### config.mk
export PLATFORM = sky130hd
export DESIGN_NAME = engine_merge_data
export DESIGN_NICKNAME = d
export VERILOG_FILES = /design/src/hdl/merge_data_pkg.sv /design/src/hdl/engine_merge_data.sv /design/src/hdl/merge_lane_collector.sv /design/src/hdl/merge_config_regs.sv /design/src/hdl/merge_input_stage.sv
export SDC_FILE = /design/constraint.sdc
export NUM_CORES = 1
export LEC_CHECK = 0
export ABC_AREA = 1
export BUFFER_PORTS_ARGS = -buffer_cell sky130_fd_sc_hd__buf_2
export CAP_MARGIN = 20
export CORE_MARGIN = 8
export CORE_UTILIZATION = 37
export CTS_CLUSTER_SIZE = 16
export DETAILED_ROUTE_END_ITERATION = 8
export HOLD_SLACK_MARGIN = 0.08
export REMOVE_ABC_BUFFERS = 1
export SETUP_SLACK_MARGIN = 0.02
export SYNTH_ARGS = -nofsm -noshare
export SYNTH_HDL_FRONTEND = slang
export SYNTH_HIERARCHICAL = 1
export SYNTH_SLANG_ARGS = --single-unit
### constraint.sdc
create_clock -name ap_clk -period 5.4 [get_ports ap_clk]
set_input_delay 0.54 -clock ap_clk [delete_from_list [all_inputs] [get_ports ap_clk]]
set_output_delay 0.54 -clock ap_clk [all_outputs]
set_load 0.02 [all_outputs]
### src/hdl/merge_data_pkg.sv
package merge_data_pkg;

    // ----------------------------------------------------------------------
    // Widths
    // ----------------------------------------------------------------------

    // One lane data value
    localparam int lane_data_w = 32;
    // Sequence tag carried by every merged packet
    localparam int seq_w = 16;
    // Round counter, as given by the kernel descriptor
    localparam int round_w = 16;
    // Configuration word index
    localparam int cfg_addr_w = 4;

    // ----------------------------------------------------------------------
    // Plain vector types
    // ----------------------------------------------------------------------
    typedef logic [lane_data_w-1:0] lane_data_t;
    typedef logic [seq_w-1:0]       seq_t;
    typedef logic [round_w-1:0]     round_t;
    typedef logic [cfg_addr_w-1:0]  cfg_addr_t;

    // Configuration word map, other indices are dropped
    localparam cfg_addr_t cfg_addr_lane_mask = cfg_addr_t'(0);
    localparam cfg_addr_t cfg_addr_seq_start = cfg_addr_t'(1);

    // ----------------------------------------------------------------------
    // Packets
    // ----------------------------------------------------------------------

    // Kernel descriptor, starts a run of num_rounds merges
    typedef struct packed {
        logic   valid;
        round_t num_rounds;
    } descriptor_t;

    // Memory response, writes one configuration word
    typedef struct packed {
        logic        valid;
        cfg_addr_t   cfg_addr;
        logic [31:0] cfg_data;
    } memory_response_t;

    // Data packet from one engine response lane
    typedef struct packed {
        logic       valid;
        lane_data_t data;
    } lane_packet_t;

    // Round FSM of the lane collector
    typedef enum logic [1:0] {
        idle,
        collect,
        emit
    } collector_state_t;

endpackage : merge_data_pkg
### src/hdl/engine_merge_data.sv
`timescale 1ns/10ps

module engine_merge_data #(
    parameter int num_lanes = 4
) (
    input  logic                           ap_clk,
    input  logic                           areset_merge_data_engine,
    input  merge_data_pkg::descriptor_t      descriptor_in,
    input  merge_data_pkg::memory_response_t response_memory_in,
    input  merge_data_pkg::lane_packet_t     response_engine_in [num_lanes-1:0],
    output logic [merge_data_pkg::seq_w+num_lanes*merge_data_pkg::lane_data_w:0]
                                           request_engine_out,
    output logic                           done_out
);

    import merge_data_pkg::*;

    // ----------------------------------------------------------------------
    // Stage interconnect
    // ----------------------------------------------------------------------
    descriptor_t          descriptor_reg;
    memory_response_t     memory_response_reg;
    lane_packet_t         lane_packet_reg [num_lanes-1:0];
    logic                 engine_idle;
    logic [num_lanes-1:0] lane_mask;
    seq_t                 seq_start;

    // Registered input edge
    merge_input_stage #(
        .num_lanes(num_lanes)
    ) u_merge_input_stage (
        .ap_clk                  (ap_clk),
        .areset_merge_data_engine(areset_merge_data_engine),
        .descriptor_in           (descriptor_in),
        .response_memory_in      (response_memory_in),
        .response_engine_in      (response_engine_in),
        .descriptor_reg          (descriptor_reg),
        .memory_response_reg     (memory_response_reg),
        .lane_packet_reg         (lane_packet_reg)
    );

    // Lane mask and start tag from memory responses
    merge_config_regs #(
        .num_lanes(num_lanes)
    ) u_merge_config_regs (
        .ap_clk                  (ap_clk),
        .areset_merge_data_engine(areset_merge_data_engine),
        .memory_response_reg     (memory_response_reg),
        .engine_idle             (engine_idle),
        .lane_mask               (lane_mask),
        .seq_start               (seq_start)
    );

    // Merge generator with output register and done
    merge_lane_collector #(
        .num_lanes(num_lanes)
    ) u_merge_lane_collector (
        .ap_clk                  (ap_clk),
        .areset_merge_data_engine(areset_merge_data_engine),
        .descriptor_reg          (descriptor_reg),
        .lane_packet_reg         (lane_packet_reg),
        .lane_mask               (lane_mask),
        .seq_start               (seq_start),
        .engine_idle             (engine_idle),
        .request_engine_out      (request_engine_out),
        .done_out                (done_out)
    );

endmodule : engine_merge_data

### src/hdl/merge_lane_collector.sv
`timescale 1ns/10ps

module merge_lane_collector #(
    parameter int num_lanes = 4
) (
    input  logic                         ap_clk,
    input  logic                         areset_merge_data_engine,
    input  merge_data_pkg::descriptor_t    descriptor_reg,
    input  merge_data_pkg::lane_packet_t   lane_packet_reg [num_lanes-1:0],
    input  logic [num_lanes-1:0]         lane_mask,
    input  merge_data_pkg::seq_t           seq_start,
    output logic                         engine_idle,
    output logic [merge_data_pkg::seq_w+num_lanes*merge_data_pkg::lane_data_w:0]
                                         request_engine_out,
    output logic                         done_out
);

    import merge_data_pkg::*;

    // Merged request, valid on top, lane 0 in the low word
    typedef struct packed {
        logic                       valid;
        seq_t                       seq;
        lane_data_t [num_lanes-1:0] data;
    } merged_packet_t;

    collector_state_t     state_q;
    collector_state_t     state_nxt;
    round_t               rounds_left_q;
    seq_t                 seq_cur_q;
    logic [num_lanes-1:0] slot_full_q;
    logic [num_lanes-1:0] slot_full_nxt;
    logic [num_lanes-1:0] lane_accept;
    lane_data_t           slot_data_q   [num_lanes-1:0];
    lane_data_t           slot_data_nxt [num_lanes-1:0];
    logic                 run_start;
    logic                 run_active;
    logic                 round_done;
    merged_packet_t       req_q;

    // ----------------------------------------------------------------------
    // Round tracking
    // ----------------------------------------------------------------------

    // Zero round descriptor leaves the collector idle
    assign run_start = (state_q == idle) & descriptor_reg.valid
                     & (descriptor_reg.num_rounds != '0);

    // Emit cycle still takes packets if more rounds remain
    assign run_active = (state_q == collect)
                      | ((state_q == emit) & (rounds_left_q != '0));

    // Slot update, a repeat packet on a full slot overwrites it
    always_comb begin
        for (int i = 0; i < num_lanes; i++) begin
            lane_accept[i]   = run_active & lane_mask[i] & lane_packet_reg[i].valid;
            slot_full_nxt[i] = slot_full_q[i] | lane_accept[i];
            slot_data_nxt[i] = lane_accept[i] ? lane_packet_reg[i].data : slot_data_q[i];
        end
    end

    // Round complete once every enabled slot holds data
    assign round_done = run_active & (&(slot_full_nxt | ~lane_mask));

    // ----------------------------------------------------------------------
    // Round FSM
    // ----------------------------------------------------------------------
    always_comb begin
        state_nxt = state_q;
        case (state_q)
            idle: begin
                if (run_start) begin
                    state_nxt = collect;
                end
            end
            collect: begin
                if (round_done) begin
                    state_nxt = emit;
                end
            end
            emit: begin
                // Back to back rounds stay here
                if (round_done) begin
                    state_nxt = emit;
                end else if (rounds_left_q == '0) begin
                    state_nxt = idle;
                end else begin
                    state_nxt = collect;
                end
            end
            default: state_nxt = idle;
        endcase
    end

    always_ff @(posedge ap_clk) begin
        if (areset_merge_data_engine) begin
            state_q       <= idle;
            rounds_left_q <= '0;
            slot_full_q   <= '0;
            done_out      <= 1'b1;
        end else begin
            state_q  <= state_nxt;
            // High one cycle after the last merged packet
            done_out <= (state_nxt == idle);
            if (run_start) begin
                rounds_left_q <= descriptor_reg.num_rounds;
            end else if (round_done) begin
                rounds_left_q <= rounds_left_q - 1'b1;
            end
            // Fresh round starts empty
            slot_full_q <= round_done ? '0 : slot_full_nxt;
        end
    end

    // ----------------------------------------------------------------------
    // Lane slots, tag and merged output
    // ----------------------------------------------------------------------
    always_ff @(posedge ap_clk) begin
        slot_data_q <= slot_data_nxt;
        // Tag wraps at seq_w bits
        if (run_start) begin
            seq_cur_q <= seq_start;
        end else if (round_done) begin
            seq_cur_q <= seq_cur_q + 1'b1;
        end
    end

    always_ff @(posedge ap_clk) begin
        req_q.seq <= seq_cur_q;
        for (int i = 0; i < num_lanes; i++) begin
            // Disabled lanes read as zero
            req_q.data[i] <= lane_mask[i] ? slot_data_nxt[i] : '0;
        end
        if (areset_merge_data_engine) begin
            req_q.valid <= 1'b0;
        end else begin
            req_q.valid <= round_done;
        end
    end

    assign engine_idle        = (state_q == idle);
    assign request_engine_out = req_q;

endmodule : merge_lane_collector

### src/hdl/merge_config_regs.sv
`timescale 1ns/10ps

module merge_config_regs #(
    parameter int num_lanes = 4
) (
    input  logic                           ap_clk,
    input  logic                           areset_merge_data_engine,
    input  merge_data_pkg::memory_response_t memory_response_reg,
    input  logic                           engine_idle,
    output logic [num_lanes-1:0]           lane_mask,
    output merge_data_pkg::seq_t             seq_start
);

    import merge_data_pkg::*;

    logic wr_en;
    logic wr_lane_mask;
    logic wr_seq_start;

    // ----------------------------------------------------------------------
    // Address decode
    // ----------------------------------------------------------------------

    // Config words only land between runs
    assign wr_en = memory_response_reg.valid & engine_idle;

    always_comb begin
        wr_lane_mask = 1'b0;
        wr_seq_start = 1'b0;
        case (memory_response_reg.cfg_addr)
            cfg_addr_lane_mask: wr_lane_mask = wr_en;
            cfg_addr_seq_start: wr_seq_start = wr_en;
            // Unknown index, silently dropped
            default: begin
            end
        endcase
    end

    // ----------------------------------------------------------------------
    // Configuration registers
    // ----------------------------------------------------------------------

    // All lanes enabled and tag 0 out of reset
    always_ff @(posedge ap_clk) begin
        if (areset_merge_data_engine) begin
            lane_mask <= '1;
            seq_start <= '0;
        end else begin
            if (wr_lane_mask) begin
                // Low bits only, one per lane
                lane_mask <= memory_response_reg.cfg_data[num_lanes-1:0];
            end
            if (wr_seq_start) begin
                seq_start <= memory_response_reg.cfg_data[seq_w-1:0];
            end
        end
    end

endmodule : merge_config_regs

### src/hdl/merge_input_stage.sv
`timescale 1ns/10ps

module merge_input_stage #(
    parameter int num_lanes = 4
) (
    input  logic                           ap_clk,
    input  logic                           areset_merge_data_engine,
    input  merge_data_pkg::descriptor_t      descriptor_in,
    input  merge_data_pkg::memory_response_t response_memory_in,
    input  merge_data_pkg::lane_packet_t     response_engine_in [num_lanes-1:0],
    output merge_data_pkg::descriptor_t      descriptor_reg,
    output merge_data_pkg::memory_response_t memory_response_reg,
    output merge_data_pkg::lane_packet_t     lane_packet_reg [num_lanes-1:0]
);

    // ----------------------------------------------------------------------
    // Descriptor and memory response
    // ----------------------------------------------------------------------

    // Whole struct registered every cycle
    // Valid bit forced low while in reset
    always_ff @(posedge ap_clk) begin
        descriptor_reg      <= descriptor_in;
        memory_response_reg <= response_memory_in;
        if (areset_merge_data_engine) begin
            descriptor_reg.valid      <= 1'b0;
            memory_response_reg.valid <= 1'b0;
        end
    end

    // ----------------------------------------------------------------------
    // Engine response lanes
    // ----------------------------------------------------------------------

    // One register per lane, each lane strobes on its own
    always_ff @(posedge ap_clk) begin
        for (int i = 0; i < num_lanes; i++) begin
            lane_packet_reg[i] <= response_engine_in[i];
        end
        if (areset_merge_data_engine) begin
            // Drop any strobe captured during reset
            for (int i = 0; i < num_lanes; i++) begin
                lane_packet_reg[i].valid <= 1'b0;
            end
        end
    end

endmodule : merge_input_stage

==> metrics <==
run status=finished clean; initial antenna violation count=5; H-Tree Depth=2; Place WS=2.757 ns; die area=50,590 sq um; worst skew pair latency=0.57 ns; CTS buffer count=51; R2R Path End=u_merge_lane_collector/request_engine_out[34]$_SDFF_PN0_; area growth from synthesis to layout=33.68%; maxcap violations=0; drt drc=0; RSZ-0062 raised after global routing=false; Fin. Hold Viols=0; Leak=approximately 11 nW; Placed Area=18,200 sq um; Final WS setup=roughly 2.8 ns; Initial Utilization=0.3749; Max IR drop VDD=between 300 and 400 uV; min-delay worst type=in2reg; Routability Congestion=approximately 0.76; Total Nets Final=2,322; Worst Setup EP=u_merge_lane_collector/request_engine_out[34]$_SDFF_PN0_; f_max=~380 MHz; clock slew at the register clock pins of the worst setup and hold paths=0.06 ns; pin count of the biggest net entering global routing=97; hpwl dp=approximately 24,000 um; CTS tree=yes; Cell Pwr Density=~540 nW/um^2; Die H=224.9 um; routed metal-1 wirelength=16,540 um; io pins=334; max reg flops=roughly 150; Max-slew headroom=0.3113; critical path class=reg2reg; drt pass-1 iters=6; syn_area_per_cell=9.723 sq um; filler instances=approximately 4,000; 1st-iter DRT viols=between 500 and 600; reg2reg start=u_merge_lane_collector/rounds_left_q[0]$_SDFFE_PP0P_; grt total ovfl=0; GRT Util Overall=0.1430; first-pass GRT wire length=59,810 um; total number of vias=between 10,000 and 15,000; R2R setup slack=2.77 ns; vias per cell=4.278; CP Data Arrival Time=about 3.1 ns; endpoints failing setup=0; Final ANT Viol Nets=0; setup TNS=0 ns; CP Capture Type=flip-flop; clock root buffer=clkbuf_16; vias in the first global route=11,804; WL/cell=13.51 um; Final Cycle Share=0.4879; WL met3=approximately 2900 um; Buffers on Ports=317; DR top layer=met5; Post-Syn Instances=1,661; final max-slew violation count=0; Die Width=approximately 220 um; Max clock buf depth=3; Least-Margin Pin Slew=1.032 ns; clock skew=0.009763 ns; DR WL met2=between 15,000 and 20,000 um; synthesized cell area=16,150 sq um; min Tclk post-route=2.634 ns; WP data required=between 5 and 6 ns; Worst Path Max Fanout=60; clock sink count=502; yosys warns=6; Detailed Route WL=37,310 um; fin area=about 22,000 sq um; Post-CTS Resized=0; Rows=76; share of layout cells above drive strength 1=0.2708; Startpoint Class=flip-flop; core area=43,080 sq um; crit path from=u_merge_lane_collector/rounds_left_q[0]$_SDFFE_PP0P_; reg2reg path depth=11
power by group:
part	leakage, nW	internal [mW]	switching, mW
combinational	5.44	1.20	1.72
clock	0.859	2.17	1.43
sequential	4.24	4.84	0.292
total	10.5	8.21	3.45
metal layers:
layer	global-route usage	vias up
li1	-	6134
met1	0.1774	5351
met2	0.2343	275
met3	0.04736	50
met4	0.04263	2
met5	0	-
how the worst min path moves through the flow:
| stage | to | cells past startpoint | slack, ns | start |
|---|---|---|---|---|
| after floorplan | u_merge_lane_collector/request_engine_out[143]$_DFF_P_ | 0 | 0.37 | u_merge_lane_collector/seq_cur_q[15]$_DFFE_PP_ |
| after global placement | u_merge_lane_collector/request_engine_out[143]$_DFF_P_ | 0 | 0.38 | u_merge_lane_collector/seq_cur_q[15]$_DFFE_PP_ |
| after detailed placement | u_merge_lane_collector/request_engine_out[143]$_DFF_P_ | 0 | 0.40 | u_merge_lane_collector/seq_cur_q[15]$_DFFE_PP_ |
| after CTS | u_merge_input_stage/lane_packet_reg[131]$_SDFF_PP0_ | 3 | 0.12 | response_engine_in[131] |
| after global routing | u_merge_input_stage/lane_packet_reg[131]$_SDFF_PP0_ | 3 | 0.15 | response_engine_in[131] |
| final | u_merge_input_stage/lane_packet_reg[131]$_SDFF_PP0_ | 3 | 0.17 | response_engine_in[131] |
stage by stage:
stage	hold WS, ns	cells	utilization	total power, mW
after floorplan	0.3677	1589	-	7.095
after global placement	0.3764	2498	0.4214	7.955
after detailed placement	0.3952	2500	0.4224	8.037
after CTS	0.1227	2756	0.5009	11.81
after global routing	0.1529	2760	0.5011	12.33
final	0.1652	2761	0.5012	11.66
placed cells by master (no fill, tap or decap), drive strengths merged, types with 13 or more instances in the layout:
cell type,n
dfxtp,486
inv,360
buf,326
dlygate4sd3,164
a21oi,151
nand2,134
or2,128
a211oi,128
clkbuf,70
nor2,68
nand3,43
o21ai,25
nand4,22
edfxtp,16
xor2,13
area by class of cell:
| class | count | area (sq um) | share of cell area |
|---|---|---|---|
| inverters | 357 | 1340 | 0.06207 |
| multi-input cells | 730 | 4232 | 0.1960 |
| repair buffers | 490 | 3323 | 0.1539 |
| diodes | 5 | 12.51 | 0.0005796 |
| flip-flops and latches | 502 | 10210 | 0.4729 |
| clock buffers | 70 | 1449 | 0.06711 |
| well taps | 585 | 732.0 | 0.03391 |
| clock inverters | 22 | 290.3 | 0.01345 |
what timing repair did:
action                     in CTS  in global routing
setup endpoints to repair       0                  0
hold buffers                  164                  0
hold endpoints to repair      164                  0
setup buffers                   0                  0
worst max-delay path, cell delays in order, from the launching register on:
cell and delay [ns]:
dfxtp_1 0.33, inv_1 0.06, ha_1 0.23, nand2_2 0.12
nor2_4 0.06, nand3_4 0.09, nand3b_2 0.13, inv_2 0.47
buf_4 0.57, or2_2 0.21, inv_1 0.06, a211oi_1 0.16
(Power assumes the default switching activity.)
